<file path="config.mk">
export PLATFORM = sky130hd
export DESIGN_NAME = wmb_ce_top
export DESIGN_NICKNAME = d
export VERILOG_FILES = /design/src/wmb_ce_pkg.sv /design/src/wmb_ce_cmp.sv /design/src/wmb_ce_decode.sv /design/src/wmb_ce_entry.sv /design/src/wmb_ce_req.sv /design/src/wmb_ce_top.sv
export SDC_FILE = /design/constraint.sdc
export NUM_CORES = 1
export LEC_CHECK = 0
export BUFFER_PORTS_ARGS = -buffer_cell sky130_fd_sc_hd__buf_4
export CAP_MARGIN = 20
export CORE_AREA = 2 2 93 95
export CTS_CLUSTER_SIZE = 24
export DETAILED_ROUTE_END_ITERATION = 16
export DIE_AREA = 0 0 95 97
export GPL_TIMING_DRIVEN = 0
export PLACE_DENSITY_LB_ADDON = 0.05
export SYNTH_ARGS = -nofsm -noshare
export SYNTH_HDL_FRONTEND = slang
export SYNTH_SLANG_ARGS = --single-unit
</file>
<file path="constraint.sdc">
create_clock -name wmb_clk -period 1.4 [get_ports wmb_clk]
set_input_delay 0.14 -clock wmb_clk [delete_from_list [all_inputs] [get_ports wmb_clk]]
set_output_delay 0.14 -clock wmb_clk [all_outputs]
set_load 0.005 [all_outputs]
</file>
<file path="src/wmb_ce_pkg.sv">
// Write merge buffer create-entry stage
// Shared widths, field types and instruction encodings

`default_nettype none

package wmb_ce_pkg;

  //====================
  // Widths
  //====================
  localparam int PA_WIDTH  = 40;
  localparam int BYTES_W   = 16;
  localparam int WORD_NUM  = 4;
  localparam int WMB_ENTRY = 8;

  // Cache line and merge granule boundaries in the address
  localparam int LINE_LSB  = 6;
  localparam int MERGE_LSB = 4;

  //====================
  // Field types
  //====================
  typedef logic [PA_WIDTH-1:0]  pa_t;
  typedef logic [BYTES_W-1:0]   bytes_vld_t;
  typedef logic [WORD_NUM-1:0]  data_vld_t;
  typedef logic [WMB_ENTRY-1:0] wmb_ptr_t;
  typedef logic [1:0]           inst_type_t;
  typedef logic [1:0]           inst_mode_t;
  typedef logic [2:0]           inst_size_t;
  typedef logic [1:0]           priv_t;

  //====================
  // Encodings
  //====================
  // Instruction type, atomic or cache maintenance
  localparam inst_type_t TYPE_STAMO  = 2'd0;
  localparam inst_type_t TYPE_SC     = 2'd1;
  localparam inst_type_t TYPE_DCACHE = 2'd2;

  // Cache op mode, bit 0 set selects an address-based op
  localparam inst_mode_t MODE_ALL = 2'd0;
  localparam inst_mode_t MODE_SW  = 2'd2;

endpackage

`default_nettype wire

</file>
<file path="src/wmb_ce_cmp.sv">
// Compare of the held entry against the current store-queue pop
// Reports same-line hit, merge address hit and privilege stall

`timescale 1ns/10ps
`default_nettype none

module wmb_ce_cmp import wmb_ce_pkg::*; (
  input  logic  ce_vld,
  input  pa_t   ce_addr,
  input  priv_t ce_priv_mode,
  input  logic  ce_wo_st,
  input  logic  st_inst,
  input  pa_t   sq_pop_addr,
  input  priv_t sq_pop_priv_mode,
  output logic  hit_sq_pop_line,
  output logic  merge_addr_hit,
  output logic  merge_data_stall
);

  logic line_match;
  logic granule_match;

  assign line_match    = ce_addr[PA_WIDTH-1:LINE_LSB] == sq_pop_addr[PA_WIDTH-1:LINE_LSB];
  // Granule bits below the line boundary
  assign granule_match = line_match
                      && (ce_addr[LINE_LSB-1:MERGE_LSB] == sq_pop_addr[LINE_LSB-1:MERGE_LSB]);

  assign hit_sq_pop_line = ce_vld && st_inst && line_match;
  assign merge_addr_hit  = ce_vld && ce_wo_st && granule_match;

  // Merge blocked across privilege modes
  assign merge_data_stall = merge_addr_hit && (ce_priv_mode != sq_pop_priv_mode);

endmodule

`default_nettype wire

</file>
<file path="src/wmb_ce_decode.sv">
// Instruction class decode for the held create entry
// Splits stores, atomics, fences and cache ops by type and mode

`timescale 1ns/10ps
`default_nettype none

module wmb_ce_decode import wmb_ce_pkg::*; (
  input  logic       ce_atomic,
  input  logic       ce_icc,
  input  logic       ce_sync_fence,
  input  inst_type_t ce_inst_type,
  input  inst_mode_t ce_inst_mode,
  input  inst_size_t ce_inst_size,
  output logic       st_inst,
  output logic       sc_inst,
  output logic       stamo_inst,
  output logic       sync_fence_inst,
  output logic       ctc_inst,
  output logic       dcache_inst,
  output logic       dcache_sw_inst,
  output logic       dcache_addr_inst,
  output logic       dcache_all_inst,
  output logic       addr_not_l1_inst
);

  logic icc_op;

  //====================
  // Store and atomic
  //====================
  // Plain store carries none of the special flags
  assign st_inst    = !ce_atomic && !ce_icc && !ce_sync_fence;
  assign sc_inst    = ce_atomic && (ce_inst_type == TYPE_SC);
  assign stamo_inst = ce_atomic && (ce_inst_type == TYPE_STAMO);

  assign sync_fence_inst = !ce_atomic && ce_sync_fence;

  //====================
  // Cache maintenance
  //====================
  assign icc_op = !ce_atomic && ce_icc;

  assign dcache_inst = icc_op && (ce_inst_type == TYPE_DCACHE);
  // Any other icc type goes to the cache/TLB controller
  assign ctc_inst    = icc_op && (ce_inst_type != TYPE_DCACHE);

  assign dcache_all_inst  = dcache_inst && (ce_inst_mode == MODE_ALL);
  assign dcache_sw_inst   = dcache_inst && (ce_inst_mode == MODE_SW);
  assign dcache_addr_inst = dcache_inst && ce_inst_mode[0];

  // Address op reaching past L1
  assign addr_not_l1_inst = dcache_addr_inst && (ce_inst_size[1:0] != 2'b00);

endmodule

`default_nettype wire

</file>
<file path="src/wmb_ce_entry.sv">
// Create-entry capture register
// Holds one retiring store-queue entry from create until pop or flush

`timescale 1ns/10ps
`default_nettype none

module wmb_ce_entry import wmb_ce_pkg::*; (
  input  logic       wmb_clk,
  input  logic       cpurst_b,
  input  logic       sq_create,
  input  logic       wmb_pop,
  input  logic       async_flush,
  input  pa_t        sq_pop_addr,
  input  bytes_vld_t sq_pop_bytes_vld,
  input  logic       sq_pop_atomic,
  input  logic       sq_pop_icc,
  input  logic       sq_pop_sync_fence,
  input  logic       sq_pop_wo_st,
  input  inst_type_t sq_pop_inst_type,
  input  inst_mode_t sq_pop_inst_mode,
  input  inst_size_t sq_pop_inst_size,
  input  priv_t      sq_pop_priv_mode,
  input  logic       sq_pop_page_ca,
  input  logic       sq_pop_page_so,
  input  logic       sq_pop_page_share,
  input  logic       create_merge,
  input  logic       create_stall,
  input  wmb_ptr_t   create_merge_ptr,
  output logic       ce_vld,
  output pa_t        ce_addr,
  output bytes_vld_t ce_bytes_vld,
  output logic       ce_atomic,
  output logic       ce_icc,
  output logic       ce_sync_fence,
  output logic       ce_wo_st,
  output inst_type_t ce_inst_type,
  output inst_mode_t ce_inst_mode,
  output inst_size_t ce_inst_size,
  output priv_t      ce_priv_mode,
  output logic       ce_page_ca,
  output logic       ce_page_so,
  output logic       ce_page_share,
  output logic       ce_merge,
  output logic       ce_stall,
  output wmb_ptr_t   ce_merge_ptr
);

  // Flush wins over create, create wins over pop
  always_ff @(posedge wmb_clk or negedge cpurst_b)
  begin
    if (!cpurst_b)
      ce_vld <= 1'b0;
    else if (async_flush)
      ce_vld <= 1'b0;
    else if (sq_create)
      ce_vld <= 1'b1;
    else if (wmb_pop)
      ce_vld <= 1'b0;
  end

  // Held store fields and merge decision
  always_ff @(posedge wmb_clk or negedge cpurst_b)
  begin
    if (!cpurst_b)
    begin
      ce_addr       <= '0;
      ce_bytes_vld  <= '0;
      ce_atomic     <= 1'b0;
      ce_icc        <= 1'b0;
      ce_sync_fence <= 1'b0;
      ce_wo_st      <= 1'b0;
      ce_inst_type  <= '0;
      ce_inst_mode  <= '0;
      ce_inst_size  <= '0;
      ce_priv_mode  <= '0;
      ce_page_ca    <= 1'b0;
      ce_page_so    <= 1'b0;
      ce_page_share <= 1'b0;
      ce_merge      <= 1'b0;
      ce_stall      <= 1'b0;
      ce_merge_ptr  <= '0;
    end
    else if (sq_create)
    begin
      ce_addr       <= sq_pop_addr;
      ce_bytes_vld  <= sq_pop_bytes_vld;
      ce_atomic     <= sq_pop_atomic;
      ce_icc        <= sq_pop_icc;
      ce_sync_fence <= sq_pop_sync_fence;
      ce_wo_st      <= sq_pop_wo_st;
      ce_inst_type  <= sq_pop_inst_type;
      ce_inst_mode  <= sq_pop_inst_mode;
      ce_inst_size  <= sq_pop_inst_size;
      ce_priv_mode  <= sq_pop_priv_mode;
      ce_page_ca    <= sq_pop_page_ca;
      ce_page_so    <= sq_pop_page_so;
      ce_page_share <= sq_pop_page_share;
      ce_merge      <= create_merge;
      ce_stall      <= create_stall;
      ce_merge_ptr  <= create_merge_ptr;
    end
  end

  // Merge target picks at most one buffer entry
  a_merge_ptr_onehot: assert property (
    @(posedge wmb_clk) disable iff (!cpurst_b)
    sq_create |-> $onehot0(create_merge_ptr)
  );

endmodule

`default_nettype wire

</file>
<file path="src/wmb_ce_req.sv">
// Request generation for the create entry
// Drives create, merge, read and write requests to the merge buffer

`timescale 1ns/10ps
`default_nettype none

module wmb_ce_req import wmb_ce_pkg::*; (
  input  logic       wmb_clk,
  input  logic       cpurst_b,
  input  logic       ce_vld,
  input  logic       ce_atomic,
  input  logic       ce_wo_st,
  input  logic       ce_page_ca,
  input  logic       ce_page_so,
  input  logic       ce_page_share,
  input  logic       ce_merge,
  input  logic       ce_stall,
  input  wmb_ptr_t   ce_merge_ptr,
  input  bytes_vld_t ce_bytes_vld,
  input  logic       st_inst,
  input  logic       sc_inst,
  input  logic       stamo_inst,
  input  logic       sync_fence_inst,
  input  logic       ctc_inst,
  input  logic       dcache_inst,
  input  logic       dcache_addr_inst,
  input  logic       dcache_all_inst,
  input  logic       addr_not_l1_inst,
  input  wmb_ptr_t   wmb_entry_vld,
  input  logic       dcache_valid,
  input  logic       dcache_share,
  input  logic       sc_fail,
  output logic       create_wmb_req,
  output logic       create_dp_req,
  output logic       create_data_req,
  output logic       merge_wmb_req,
  output logic       merge_wait_req,
  output logic       read_dp_req,
  output logic       write_biu_req,
  output logic       wb_cmplt_success,
  output logic       wb_data_success,
  output logic       merge_en,
  output logic       write_imme,
  output logic       ca_st_inst,
  output logic       bytes_vld_full,
  output logic       sc_wb_vld,
  output data_vld_t  data_vld
);

  logic merge_not_vld;
  logic ca_hit;
  logic biu_inst;
  logic read_inst;

  //====================
  // Create and merge
  //====================
  // Merge target already retired from the buffer
  assign merge_not_vld = |(ce_merge_ptr & ~wmb_entry_vld);

  assign create_wmb_req  = ce_vld && (!ce_merge || merge_not_vld);
  assign merge_wmb_req   = ce_vld && ce_merge && !ce_stall;
  assign merge_wait_req  = ce_vld && ce_merge && ce_stall;
  assign create_dp_req   = ce_vld && (!ce_merge || ce_stall);
  assign create_data_req = create_dp_req && (ce_atomic || st_inst);

  // Word valids from byte enables
  for (genvar i = 0; i < WORD_NUM; i++)
  begin : g_word
    assign data_vld[i] = |ce_bytes_vld[i*(BYTES_W/WORD_NUM) +: BYTES_W/WORD_NUM];
  end

  assign bytes_vld_full = &ce_bytes_vld;
  assign merge_en       = ce_wo_st;
  assign write_imme     = !ce_wo_st;
  assign ca_st_inst     = st_inst && ce_page_ca;
  assign sc_wb_vld      = sc_fail;

  //====================
  // Bus and data path
  //====================
  // Line present in a cacheable page, write stays local
  assign ca_hit = ce_page_ca && dcache_valid;

  assign biu_inst = st_inst && ce_page_so
                 || st_inst && !ce_page_so && !ca_hit
                 || sync_fence_inst
                 || stamo_inst && !ca_hit
                 || sc_inst && !ca_hit && !sc_fail;

  assign read_inst = st_inst && ce_page_ca && ce_page_share && (dcache_share || !dcache_valid)
                  || ctc_inst
                  || dcache_addr_inst && ce_page_ca && (addr_not_l1_inst || ce_page_share)
                  || sc_inst && ce_page_ca && ce_page_share;

  assign write_biu_req = ce_vld && biu_inst;
  assign read_dp_req   = ce_vld && read_inst;

  // Completion status reported back with the entry
  assign wb_cmplt_success = ce_wo_st || ctc_inst || (dcache_inst && !dcache_all_inst);
  assign wb_data_success  = !sc_inst;

  // Requests only come from a held entry
  a_no_req_idle: assert property (
    @(posedge wmb_clk) disable iff (!cpurst_b)
    !ce_vld |-> !(create_wmb_req || create_dp_req || create_data_req || merge_wmb_req
                  || merge_wait_req || read_dp_req || write_biu_req)
  );

endmodule

`default_nettype wire

</file>
<file path="src/wmb_ce_top.sv">
// Write merge buffer create-entry stage
// Connects capture register, class decode, request and compare logic

`timescale 1ns/10ps
`default_nettype none

module wmb_ce_top import wmb_ce_pkg::*; (
  input  logic       wmb_clk,
  input  logic       cpurst_b,
  input  pa_t        sq_pop_addr,
  input  bytes_vld_t sq_pop_bytes_vld,
  input  logic       sq_pop_atomic,
  input  logic       sq_pop_icc,
  input  logic       sq_pop_sync_fence,
  input  logic       sq_pop_wo_st,
  input  inst_type_t sq_pop_inst_type,
  input  inst_mode_t sq_pop_inst_mode,
  input  inst_size_t sq_pop_inst_size,
  input  priv_t      sq_pop_priv_mode,
  input  logic       sq_pop_page_ca,
  input  logic       sq_pop_page_so,
  input  logic       sq_pop_page_share,
  input  logic       create_merge,
  input  logic       create_stall,
  input  wmb_ptr_t   create_merge_ptr,
  input  logic       sq_create,
  input  logic       wmb_pop,
  input  logic       async_flush,
  input  wmb_ptr_t   wmb_entry_vld,
  input  logic       dcache_valid,
  input  logic       dcache_share,
  input  logic       sc_fail,
  output logic       ce_vld,
  output logic       dcache_inst,
  output logic       dcache_sw_inst,
  output logic       create_wmb_req,
  output logic       create_dp_req,
  output logic       create_data_req,
  output logic       merge_wmb_req,
  output logic       merge_wait_req,
  output logic       read_dp_req,
  output logic       write_biu_req,
  output logic       wb_cmplt_success,
  output logic       wb_data_success,
  output logic       merge_en,
  output logic       write_imme,
  output logic       ca_st_inst,
  output logic       bytes_vld_full,
  output logic       sc_wb_vld,
  output data_vld_t  data_vld,
  output logic       hit_sq_pop_line,
  output logic       merge_addr_hit,
  output logic       merge_data_stall
);

  // Held entry fields
  pa_t        ce_addr;
  bytes_vld_t ce_bytes_vld;
  logic       ce_atomic;
  logic       ce_icc;
  logic       ce_sync_fence;
  logic       ce_wo_st;
  inst_type_t ce_inst_type;
  inst_mode_t ce_inst_mode;
  inst_size_t ce_inst_size;
  priv_t      ce_priv_mode;
  logic       ce_page_ca;
  logic       ce_page_so;
  logic       ce_page_share;
  logic       ce_merge;
  logic       ce_stall;
  wmb_ptr_t   ce_merge_ptr;

  // Instruction classes
  logic st_inst;
  logic sc_inst;
  logic stamo_inst;
  logic sync_fence_inst;
  logic ctc_inst;
  logic dcache_addr_inst;
  logic dcache_all_inst;
  logic addr_not_l1_inst;

  wmb_ce_entry i_wmb_ce_entry (
    .wmb_clk           (wmb_clk),
    .cpurst_b          (cpurst_b),
    .sq_create         (sq_create),
    .wmb_pop           (wmb_pop),
    .async_flush       (async_flush),
    .sq_pop_addr       (sq_pop_addr),
    .sq_pop_bytes_vld  (sq_pop_bytes_vld),
    .sq_pop_atomic     (sq_pop_atomic),
    .sq_pop_icc        (sq_pop_icc),
    .sq_pop_sync_fence (sq_pop_sync_fence),
    .sq_pop_wo_st      (sq_pop_wo_st),
    .sq_pop_inst_type  (sq_pop_inst_type),
    .sq_pop_inst_mode  (sq_pop_inst_mode),
    .sq_pop_inst_size  (sq_pop_inst_size),
    .sq_pop_priv_mode  (sq_pop_priv_mode),
    .sq_pop_page_ca    (sq_pop_page_ca),
    .sq_pop_page_so    (sq_pop_page_so),
    .sq_pop_page_share (sq_pop_page_share),
    .create_merge      (create_merge),
    .create_stall      (create_stall),
    .create_merge_ptr  (create_merge_ptr),
    .ce_vld            (ce_vld),
    .ce_addr           (ce_addr),
    .ce_bytes_vld      (ce_bytes_vld),
    .ce_atomic         (ce_atomic),
    .ce_icc            (ce_icc),
    .ce_sync_fence     (ce_sync_fence),
    .ce_wo_st          (ce_wo_st),
    .ce_inst_type      (ce_inst_type),
    .ce_inst_mode      (ce_inst_mode),
    .ce_inst_size      (ce_inst_size),
    .ce_priv_mode      (ce_priv_mode),
    .ce_page_ca        (ce_page_ca),
    .ce_page_so        (ce_page_so),
    .ce_page_share     (ce_page_share),
    .ce_merge          (ce_merge),
    .ce_stall          (ce_stall),
    .ce_merge_ptr      (ce_merge_ptr)
  );

  wmb_ce_decode i_wmb_ce_decode (
    .ce_atomic        (ce_atomic),
    .ce_icc           (ce_icc),
    .ce_sync_fence    (ce_sync_fence),
    .ce_inst_type     (ce_inst_type),
    .ce_inst_mode     (ce_inst_mode),
    .ce_inst_size     (ce_inst_size),
    .st_inst          (st_inst),
    .sc_inst          (sc_inst),
    .stamo_inst       (stamo_inst),
    .sync_fence_inst  (sync_fence_inst),
    .ctc_inst         (ctc_inst),
    .dcache_inst      (dcache_inst),
    .dcache_sw_inst   (dcache_sw_inst),
    .dcache_addr_inst (dcache_addr_inst),
    .dcache_all_inst  (dcache_all_inst),
    .addr_not_l1_inst (addr_not_l1_inst)
  );

  wmb_ce_req i_wmb_ce_req (
    .wmb_clk          (wmb_clk),
    .cpurst_b         (cpurst_b),
    .ce_vld           (ce_vld),
    .ce_atomic        (ce_atomic),
    .ce_wo_st         (ce_wo_st),
    .ce_page_ca       (ce_page_ca),
    .ce_page_so       (ce_page_so),
    .ce_page_share    (ce_page_share),
    .ce_merge         (ce_merge),
    .ce_stall         (ce_stall),
    .ce_merge_ptr     (ce_merge_ptr),
    .ce_bytes_vld     (ce_bytes_vld),
    .st_inst          (st_inst),
    .sc_inst          (sc_inst),
    .stamo_inst       (stamo_inst),
    .sync_fence_inst  (sync_fence_inst),
    .ctc_inst         (ctc_inst),
    .dcache_inst      (dcache_inst),
    .dcache_addr_inst (dcache_addr_inst),
    .dcache_all_inst  (dcache_all_inst),
    .addr_not_l1_inst (addr_not_l1_inst),
    .wmb_entry_vld    (wmb_entry_vld),
    .dcache_valid     (dcache_valid),
    .dcache_share     (dcache_share),
    .sc_fail          (sc_fail),
    .create_wmb_req   (create_wmb_req),
    .create_dp_req    (create_dp_req),
    .create_data_req  (create_data_req),
    .merge_wmb_req    (merge_wmb_req),
    .merge_wait_req   (merge_wait_req),
    .read_dp_req      (read_dp_req),
    .write_biu_req    (write_biu_req),
    .wb_cmplt_success (wb_cmplt_success),
    .wb_data_success  (wb_data_success),
    .merge_en         (merge_en),
    .write_imme       (write_imme),
    .ca_st_inst       (ca_st_inst),
    .bytes_vld_full   (bytes_vld_full),
    .sc_wb_vld        (sc_wb_vld),
    .data_vld         (data_vld)
  );

  wmb_ce_cmp i_wmb_ce_cmp (
    .ce_vld           (ce_vld),
    .ce_addr          (ce_addr),
    .ce_priv_mode     (ce_priv_mode),
    .ce_wo_st         (ce_wo_st),
    .st_inst          (st_inst),
    .sq_pop_addr      (sq_pop_addr),
    .sq_pop_priv_mode (sq_pop_priv_mode),
    .hit_sq_pop_line  (hit_sq_pop_line),
    .merge_addr_hit   (merge_addr_hit),
    .merge_data_stall (merge_data_stall)
  );

endmodule

`default_nettype wire
</file>
==> metrics.txt, run 1 <==
run status=finished with violations; failing checks=negative setup slack; clock buffer count from CTS=9; critical path type=register to output pin; Synth Register Bits=78; Core Rows=33; worst path buffer plus inverter count=1; Crit. Startpoint=i_wmb_ce_entry.ce_addr[34]$_DFFE_PN0P_; Pre-antenna DRT Iters=4; Avg Inst Size Synth=12.82 sq um; starting density of the core=44.29%; Max stage delay cell, worst path=dfrtp_1; Worst R2R Start=i_wmb_ce_entry.ce_atomic$_DFFE_PN0P_; Power Total=5.276 mW; Startpoint Class=register; Hold Worst Slack=0.01902 ns; chip height=97 microns; relative slew slack=52.42%; Power Internal=3.945 mW; Syn Nets=379; max-slew violation count=0; area of the multi-input gates=0.001677 sq mm; Switching Share=25.23%; CTS Sinks=78; gr usage total=18.96%; first-pass GRT wire length=13.39 mm; # fillers=674; synthesized area=0.003602 sq mm; Final WS setup=-0.6650 ns; WP data required=1.26 ns; CP arrival=1.93 ns; FF/Latch Area=0.001956 sq mm; Final nets=528; part of the power in registers=50.0%; final hold violation count=0; RSZ-0062 raised after global routing=yes; HP Start=sq_pop_bytes_vld[14]; worst slew pin tran=0.7137 ns; initial antenna violation count=0; Top Family by Delay on Critical Path=simple AND/OR/NAND/NOR gates; Peak VDD IR=0.6386 mV; root buffer cell=clkbuf_8; CORE AREA=0.008134 sq mm; vias in the first global route=2821; io pins=122; GR Overflow Total=0; fin crit share=147.5%; gpl congestion=0.7655; diodes inserted=0; die area=0.009215 sq mm; sequential area share after synthesis=54.19%; Setup Skew=0 ns; fin crit period=2.065 ns; clock slew at reported path FFs=0.08 ns; largest net degree at the start of global routing=79; P&R area growth vs syn=42.72%; critical path's largest stage delay=0.39 ns; CP cell instances=xnor2_1, nand4_1, nor4_4, nand3_2, a211oi_2, buf_4; setup violators final=14; Pleak=2.292 nW; DR iter-0 viols=79; Syn Inst Count=281; number of port buffers=115; DR vias/cell=4.946; share of layout cells above drive strength 1=57.01%; Clock Power Share=30.6%; max-cap viol count=0; Die W=95 microns; routed vias=2671; CTS tree=built; P_sw=1.331 mW; DP Cell Count=501; Pwr Density=1026 mW/mm^2; CTS Buffer Depth=2; Top FF cell, synth=dfrtp_1; Logic pwr share=19.4%; Yosys warning total=0; average routed wire per standard cell=15.11 microns; drc violations=0; H-tree Lvls=3; Post-DRT Antenna Nets=0; worst hold path class=input pin to register; worst skew pair latency=0.33 ns; Post-synth EDFFs=0; Max Freq=484.3 MHz; final wirelength=8.160 mm; HPWL Detailed=5.815 mm; CP Capture Type=output pin; setup_tns=-3.527 ns; fin cells=540; CP max FO=3; Async SR Flop Fraction=100.0%; Netlist cell types=31
power groups by stage:
stage	logic, mW	registers (mW)	clock network, mW
final	1.03	2.64	1.61
after global routing	1.12	2.67	1.78
after CTS	1.01	2.64	1.68
after detailed placement	0.890	2.68	0
after global placement	0.873	2.67	0
after floorplan	0.492	2.64	0
cells in the final DEF, fill, tap and decap left out, types with 7 or more instances in the layout:
cell type and n:
buf_4 125, dfrtp_1 75, mux2_2 72, xnor2_1 35
nand4_1 12, inv_1 12, clkbuf_8 9, nand2_1 8
buf_2 7, dlygate4sd3_1 7
flip-flops by register name (all words and copies together) (netlist names):
name                          flops
i_wmb_ce_entry.ce_addr           36
i_wmb_ce_entry.ce_bytes_vld      16
i_wmb_ce_entry.ce_merge_ptr       8
i_wmb_ce_entry.ce_inst_mode       2
i_wmb_ce_entry.ce_inst_size       2
i_wmb_ce_entry.ce_inst_type       2
i_wmb_ce_entry.ce_priv_mode       2
i_wmb_ce_entry.ce_atomic          1
i_wmb_ce_entry.ce_icc             1
i_wmb_ce_entry.ce_merge           1
i_wmb_ce_entry.ce_page_ca         1
i_wmb_ce_entry.ce_page_share      1
i_wmb_ce_entry.ce_page_so         1
i_wmb_ce_entry.ce_stall           1
i_wmb_ce_entry.ce_sync_fence      1
i_wmb_ce_entry.ce_vld             1
i_wmb_ce_entry.ce_wo_st           1
synthesized netlist by cell type (3+ instances only):
master	count	area share [%]
nor3_1	3	0.42
xor2_1	3	0.73
o21ai_0	8	1.1
nand4_1	12	2.1
nand2_1	8	0.83
buf_2	7	0.97
dfrtp_1	78	54
inv_1	13	1.4
mux2_2	72	23
nand2b_1	3	0.52
nor2_1	7	0.73
xnor2_1	35	8.5
nor4_1	4	0.69
or4_1	4	0.83
a21oi_1	5	0.69
worst paths after layout:
check,to,slack [ns],depth (start not counted)
worst max-delay path,merge_data_stall,-0.67,6
worst min-delay path,i_wmb_ce_entry.ce_bytes_vld[14]$_DFFE_PN0P_,0.02,2
worst max register to register,i_wmb_ce_entry.ce_atomic$_DFFE_PN0P_,0.34,3
worst min register to register,i_wmb_ce_entry.ce_inst_size[0]$_DFFE_PN0P_,0.51,1
max in group asynchronous,i_wmb_ce_entry.ce_atomic$_DFFE_PN0P_,0.69,3
min in group asynchronous,i_wmb_ce_entry.ce_addr[21]$_DFFE_PN0P_,0.14,2
final cells by class:
| cell class | count | area share [%] |
|---|---|---|
| repair buffers | 138 | 21.32 |
| multi-input cells | 180 | 32.61 |
| clock inverters | 4 | 0.9248 |
| inverters | 13 | 0.9491 |
| well taps | 105 | 2.555 |
| plain buffers | 10 | 0.9735 |
| flip-flops and latches | 78 | 38.04 |
| clock buffers | 12 | 2.628 |
stage by stage:
step	utilization [%]	cell area [sq um]	setup WS [ns]
after floorplan	-	3602	0.02623
after global placement	56.51	4597	-0.5468
after detailed placement	56.51	4597	-0.5089
after CTS	61.98	5041	-0.6955
after global routing	63.21	5141	-0.8356
final	63.21	5141	-0.6650
routing by layer:
| layer | wire, microns | vias up | track usage [%] |
|---|---|---|---|
| met4 | 108 | 0 | 5.351 |
| met2 | 4081 | 74 | 32.24 |
| met5 | 0 | - | 0 |
| met1 | 3454 | 1299 | 23.21 |
| li1 | - | 1288 | - |
| met3 | 515 | 10 | 5.530 |
cell families (layout without fill, tap and decap cells):
kind of cell | Yosys count | after routing | share of synthesized area (%)
flops | 78 | 78 | 54.19
mux | 72 | 72 | 22.51
simple gates | 49 | 49 | 7.572
xor+xnor | 38 | 38 | 9.239
buf+inv | 23 | 177 | 2.744
compound gates | 21 | 21 | 3.752
worst register-to-register path, delay by kind of cell, from the launching register on:
kind,cells,cell delay (ns)
buffers and inverters,2,0.24
flip-flops,1,0.45
multiplexers,1,0.25
what timing repair did:
action / 4_1_cts / 5_1_grt
buffers inserted: 13 / 2
hold buffers: 6 / 1
gates cloned: 0 / 0
pin swaps: 11 / 6
hold endpoints to repair: 32 / 1
gates resized for setup: 25 / 12
endpoints found under the setup margin: 17 / 18
Power figures use the tool's default switching activity.
==> run 2, diff against run 1 <==
--- a/config.mk
+++ b/config.mk
@@ -12,6 +12,7 @@
 export DETAILED_ROUTE_END_ITERATION = 16
 export DIE_AREA = 0 0 95 97
 export GPL_TIMING_DRIVEN = 0
+export HOLD_SLACK_MARGIN = 0.1
 export PLACE_DENSITY_LB_ADDON = 0.05
 export SYNTH_ARGS = -nofsm -noshare
 export SYNTH_HDL_FRONTEND = slang
==> constraint.sdc (replaced) <==
create_clock -name wmb_clk -period 2.5 [get_ports wmb_clk]
set_input_delay 0.25 -clock wmb_clk [delete_from_list [all_inputs] [get_ports wmb_clk]]
set_output_delay 0.25 -clock wmb_clk [all_outputs]
set_load 0.005 [all_outputs]
==> metrics.txt, run 2 (synthesis gave the netlist of run 1 again) <==
Die W=95 microns (unchanged); drc violations=0 (unchanged); CP cell instances=xnor2_1, nand4_1, nor4_2, nand3_1, a211oi_2, buf_4; HPWL Detailed=5.815 mm (unchanged); area of the multi-input gates=0.001558 sq mm (-7.1%); Core Rows=33 (unchanged); DR iter-0 viols=75 (-5.1%); setup_tns=0 ns (+3.527 ns); gr usage total=18.15% (-0.82 points); Peak VDD IR=0.3565 mV (-44%); Post-DRT Antenna Nets=0 (unchanged); clock slew at reported path FFs=0.08 ns (about the same); WP data required=2.25 ns (+0.99 ns); CTS Buffer Depth=2 (unchanged); most frequent cells in the layout=buf_4 (116), dfrtp_1 (78), mux2_2 (72); setup violators final=0 (-14); final wirelength=7.814 mm (-4.2%); CORE AREA=0.008134 sq mm (unchanged); critical path's largest stage delay=0.39 ns (about the same); first-pass GRT wire length=12.83 mm (-4.2%); run status=finished clean; setup bufs post-CTS=0 (-13); number of port buffers=115 (unchanged); Setup Skew=0 ns (unchanged); Startpoint Class=register; Placed Instance Area=0.004597 sq mm (unchanged); CP Capture Type=output pin; worst hold path class=input pin to register; relative slew slack=53.50% (+1.1 points); Hold Worst Slack=0.1181 ns (+0.09909 ns); vias in the first global route=2696 (-4.4%); P&R area growth vs syn=34.46%; initial antenna violation count=0 (unchanged); gpl congestion=0.7655 (unchanged); most common cell after layout, fill and taps aside=buf_4; biggest regs=i_wmb_ce_entry.ce_addr x36, i_wmb_ce_entry.ce_bytes_vld x16, i_wmb_ce_entry.ce_merge_ptr x8; Final Cell Area=0.004843 sq mm (-5.8%); Pwr Density=592.7 mW/mm^2 (-42%); clock buffer count from CTS=9 (unchanged); die area=0.009215 sq mm (unchanged); slack of the worst reg-to-reg path=1.66 ns (+1.32 ns); CTS Sinks=78 (unchanged); GR Overflow Total=0 (unchanged); CP max FO=3 (unchanged); max-slew violation count=0 (unchanged); CP arrival=2.00 ns (+0.07 ns); H-tree Lvls=3 (unchanged); fin crit period=2.253 ns; DR vias/cell=4.958 (+0.23%); io pins=122 (unchanged); # fillers=707 (+4.9%); DP Cell Count=501 (unchanged); starting density of the core=44.29% (unchanged); average routed wire per standard cell=15.00 microns (-0.75%); chip height=97 microns (unchanged); largest reg by FF count=i_wmb_ce_entry.ce_addr; max-cap viol count=0 (unchanged); fin crit share=90.14%; Pleak=2.156 nW (-5.9%); Max stage delay cell, worst path=dfrtp_1; share of layout cells above drive strength 1=50.96% (-6.0 points); fin cells=521 (-3.5%); RSZ-0062 raised after global routing=no; final hold violation count=0 (unchanged); Pre-antenna DRT Iters=4 (unchanged); CTS tree=built; FF/Latch Area=0.001952 sq mm (-0.19%); Final WS setup=0.2466 ns (+0.9116 ns); post-layout util=59.54% (-3.7 points); routed vias=2583 (-3.3%); largest net degree at the start of global routing=79 (unchanged); Power Total=2.871 mW (-46%); critical path type=register to output pin; diodes inserted=0 (unchanged); worst skew pair latency=0.33 ns (about the same); max reg flops=36 (unchanged); worst slew pin tran=0.6974 ns (-0.01625 ns); root buffer cell=clkbuf_8; DP Worst Slack=0.4748 ns (+0.9837 ns); Max Freq=443.8 MHz; Final nets=509 (-3.6%)
==> run 2: changes by cell type in the layout (fill, tap and decap cells not counted), sizes merged <==
cell,change
buf,-15
dlygate4sd3,-4
==> run 2: worst max-delay path, delay by kind of cell, from the launching register on <==
kind,cells,cell delay (ns)
AND/OR/NAND/NOR,3,0.73
flip-flops,1,0.39
AO/OA/AOI/OAI,1,0.26
buffers and inverters,1,0.15
XOR/XNOR,1,0.14
==> run 2: timing repair <==
action / in CTS / in global routing
hold buffers: 3 / 0
endpoints found under the hold margin: 3 / 0
endpoints found under the setup margin: 0 / 3
resized for setup: 0 / 1
==> run 2: path summary, 6_finish.rpt <==
kind	end	start	cells after the start
max	merge_data_stall	i_wmb_ce_entry.ce_addr[34]$_DFFE_PN0P_	6
min	i_wmb_ce_entry.ce_merge_ptr[5]$_DFFE_PN0P_	create_merge_ptr[5]	3
max reg2reg	i_wmb_ce_entry.ce_atomic$_DFFE_PN0P_	i_wmb_ce_entry.ce_atomic$_DFFE_PN0P_	1
min reg2reg	i_wmb_ce_entry.ce_inst_size[0]$_DFFE_PN0P_	i_wmb_ce_entry.ce_inst_size[0]$_DFFE_PN0P_	1
max in group asynchronous	i_wmb_ce_entry.ce_addr[28]$_DFFE_PN0P_	cpurst_b	3
min in group asynchronous	i_wmb_ce_entry.ce_addr[21]$_DFFE_PN0P_	cpurst_b	2
==> run 2: area by class of cell <==
type                    instances  area share, %
repair buffers                119          19.01
flip-flops and latches         78          40.30
multi-input cells             180          32.16
clock inverters                 4         0.9817
inverters                      13          1.007
plain buffers                  10          1.033
clock buffers                  12          2.790
well taps                     105          2.712
==> run 2: report_power, final <==
group	internal, mW	switching [mW]
combinational	0.314	0.185
clock	0.460	0.439
sequential	1.39	0.0870
==> run 2: layer usage <==
| metal | global-route usage, % | routed length [microns] |
|---|---|---|
| met5 | 0 | 0 |
| met4 | 5.797 | 135 |
| met3 | 5.452 | 510 |
| met2 | 30.06 | 3805 |
| met1 | 22.53 | 3363 |
==> run 3, diff against run 2 <==
--- a/config.mk
+++ b/config.mk
@@ -5,12 +5,13 @@
 export SDC_FILE = /design/constraint.sdc
 export NUM_CORES = 1
 export LEC_CHECK = 0
+export ABC_AREA = 1
 export BUFFER_PORTS_ARGS = -buffer_cell sky130_fd_sc_hd__buf_4
 export CAP_MARGIN = 20
-export CORE_AREA = 2 2 93 95
+export CORE_AREA = 2 2 96 98
 export CTS_CLUSTER_SIZE = 24
 export DETAILED_ROUTE_END_ITERATION = 16
-export DIE_AREA = 0 0 95 97
+export DIE_AREA = 0 0 98 100
 export GPL_TIMING_DRIVEN = 0
 export HOLD_SLACK_MARGIN = 0.1
 export PLACE_DENSITY_LB_ADDON = 0.05
==> metrics.txt, run 3 <==
run status=finished clean; vias in the first global route=3377 (+25%); simple-gate portion of the synthesized area=27.88% (+20 points); first-pass GRT wire length=15.84 mm (+24%); number of port buffers=115 (unchanged); Syn Nets=613 (+62%); largest net degree at the start of global routing=79 (unchanged); Worst R2R Start=i_wmb_ce_entry.ce_vld$_DFFE_PN0P_; largest reg by FF count=i_wmb_ce_entry.ce_addr; Netlist cell types=29 (-6.5%); area leader, netlist=dfrtp_1; HPWL Detailed=7.111 mm (+22%); initial antenna violation count=0 (unchanged); Crit. Startpoint=sq_pop_addr[28]; diodes inserted=0 (unchanged); Compound-Gate Fraction of Synth Area=8.443% (+4.7 points); worst skew pair latency=0.35 ns (+0.02 ns); slack of the worst reg-to-reg path=1.55 ns (-0.11 ns); Setup Skew=0 ns (unchanged); gpl congestion=0.7771 (+1.5%); sequential area share after synthesis=50.27% (-3.9 points); share of layout cells above drive strength 1=23.56% (-27 points); die area=0.009800 sq mm (+6.3%); CP Capture Point=hit_sq_pop_line; synthesized area=0.003882 sq mm (+7.8%); worst slew pin tran=0.5026 ns (-0.1948 ns); largest family of logic cells by synthesized area=simple AND/OR/NAND/NOR gates; CTS tree=built; DR vias/cell=4.590 (-7.4%); CP Capture Type=output pin; clock slew at reported path FFs=0.08 ns (about the same); final hold violation count=0 (unchanged); CTS Sinks=78 (unchanged); Syn Inst Count=515 (+83%); RSZ-0062 raised after global routing=no; H-tree Lvls=3 (unchanged); Critical R2R Capture=i_wmb_ce_entry.ce_vld$_DFFE_PN0P_; Core Rows=35 (+6.1%); fin cells=773 (+48%); top-area cell type share of the netlist area=50.27% (-3.9 points); max-cap viol count=0 (unchanged); Pleak=2.871 nW (+33%); max reg flops=36 (unchanged); drc violations=0 (unchanged); DP Worst Slack=0.9096 ns (+0.4349 ns); Avg Inst Size Synth=7.539 sq um (-41%); fin crit period=2.114 ns (-0.1399 ns); worst hold path class=input pin to register; WP data required=2.25 ns (about the same); average routed wire per standard cell=12.38 microns (-17%); gr usage total=20.33% (+2.2 points); DP Cell Count=741 (+48%); Synth Register Bits=78 (unchanged); top-count cell post-synth=nand2_1; Pwr Density=572.7 mW/mm^2 (-3.4%); CTS Buffer Depth=2 (unchanged); io pins=122 (unchanged); biggest regs=i_wmb_ce_entry.ce_addr x36, i_wmb_ce_entry.ce_bytes_vld x16, i_wmb_ce_entry.ce_merge_ptr x8; DR iter-0 viols=135 (+80%); P&R area growth vs syn=35.71%; clock buffer count from CTS=9 (unchanged); Post-synth EDFFs=0 (unchanged); adder-cell share of the synthesized area=0% (unchanged); list of most frequent post-synthesis cells=nand2_1 (208), dfrtp_1 (78), inv_1 (72); Yosys warning total=0 (unchanged); post-layout util=59.27% (-0.28 points); XOR/XNOR Fraction of Synth Area=3.835% (-5.4 points); Final WS setup=0.3864 ns (+0.1399 ns); Hold Worst Slack=0.1083 ns (-0.009857 ns); Peak VDD IR=0.3178 mV (-11%); CORE AREA=0.008890 sq mm (+9.3%); CP max FO=2 (-1); GR Overflow Total=0 (unchanged); Die W=98 microns (+3.2%); Pre-antenna DRT Iters=4 (unchanged); Top FF cell, synth=dfrtp_1; Post-DRT Antenna Nets=0 (unchanged); most common cell after layout, fill and taps aside=nand2_1; Startpoint Class=input pin; final wirelength=9.570 mm (+22%); chip height=100 microns (+3.1%); setup violators final=0 (unchanged); r2r worst-path depth=4 (+3); starting density of the core=43.67% (-0.61 points); setup_tns=0 ns (unchanged); critical path type=input pin to output pin; fin crit share=84.54% (-5.6 points); root buffer cell=clkbuf_8; relative slew slack=66.49% (+13 points); CP arrival=1.86 ns (-0.14 ns); Final nets=755 (+48%); top cells by area, synth=dfrtp_1 (50%), nand2_1 (20%), inv_1 (7.0%); Async SR Flop Fraction=100.0% (unchanged); max-slew violation count=0 (unchanged); most frequent cells in the layout=nand2_1 (208), buf_4 (117), dfrtp_1 (78); Max Freq=473.1 MHz (+6.6%); post-synthesis mux area share=0% (-23 points); routed vias=3548 (+37%)
[run 3: changes by cell type after synthesis, sizes merged, moves of 20 or more]
cell,previous run,this run
nand2,8,209
mux2,72,0
inv,13,76
o21ai,8,52
xnor2,35,11
nor2,7,27
[run 3: cells by family after synthesis]
family	after synthesis
flops	78
buf+inv	93
xor+xnor	17
simple gates	264
compound gates	63
[run 3: worst min-delay path by stage]
stage                                   start                                    endpoint  slack (ns)  cells after the start
final                         sq_pop_addr[31]      i_wmb_ce_entry.ce_addr[31]$_DFFE_PN0P_        0.11                      3
after global routing      create_merge_ptr[1]  i_wmb_ce_entry.ce_merge_ptr[1]$_DFFE_PN0P_        0.10                      3
after CTS                            cpurst_b      i_wmb_ce_entry.ce_addr[18]$_DFFE_PN0P_        0.10                      1
after detailed placement          async_flush           i_wmb_ce_entry.ce_vld$_DFFE_PN0P_        0.41                      2
after global placement            async_flush           i_wmb_ce_entry.ce_vld$_DFFE_PN0P_        0.40                      2
after floorplan                      cpurst_b      i_wmb_ce_entry.ce_addr[10]$_DFFE_PN0P_       -0.05                      0
[run 3: area by class of cell]
class | instances | area, sq um
timing repair buffer | 131 | 1033
clock buffer | 10 | 127.6
tap | 111 | 138.9
inverter | 76 | 285.3
clock inverter | 6 | 86.33
buffer | 17 | 86.33
multi-input combinational | 344 | 1559
sequential | 78 | 1952
fill | 856 | 3621
[run 3: report_power, final]
part / leakage (nW) / switching (mW) / internal [mW] / total [mW]
logic: 1.82 / 0.280 / 0.267 / 0.547
registers: 0.949 / 0.0663 / 1.37 / 1.44
clock network: 0.106 / 0.471 / 0.561 / 1.03
total: 2.87 / 0.817 / 2.20 / 3.02
[run 3: critical path, stage by stage]
cell           delay, ns
dlygate4sd3_1       0.53
buf_4               0.14
xnor2_1             0.15
nand2_1             0.07
nor2_1              0.14
nand3_1             0.10
nor2_2              0.16
nand2_1             0.06
nor2_1              0.13
buf_4               0.13
[run 3: metal layers]
metal | part of all wire (%) | track usage [%] | routed length, microns | up-vias
met5 | 0 | 0 | 0 | -
met2 | 48 | 32.72 | 4575 | 86
li1 | - | - | - | 1861
met1 | 44 | 27.96 | 4251 | 1593
met3 | 6.8 | 4.875 | 652 | 8
met4 | 0.94 | 5.128 | 90 | 0
[run 3: metrics by stage]
stage | power, mW | instance area, sq um
after floorplan | 1.732 | 3882
after global placement | 1.979 | 4885
after detailed placement | 1.997 | 4885
after CTS | 3.046 | 5229
after global routing | 3.202 | 5269
final | 3.017 | 5269
[run 3: what timing repair did]
action | in CTS | in global routing
buffers inserted | 0 | 0
endpoints found under the hold margin | 13 | 39
hold buffers | 13 | 2
gates resized for setup | 0 | 0
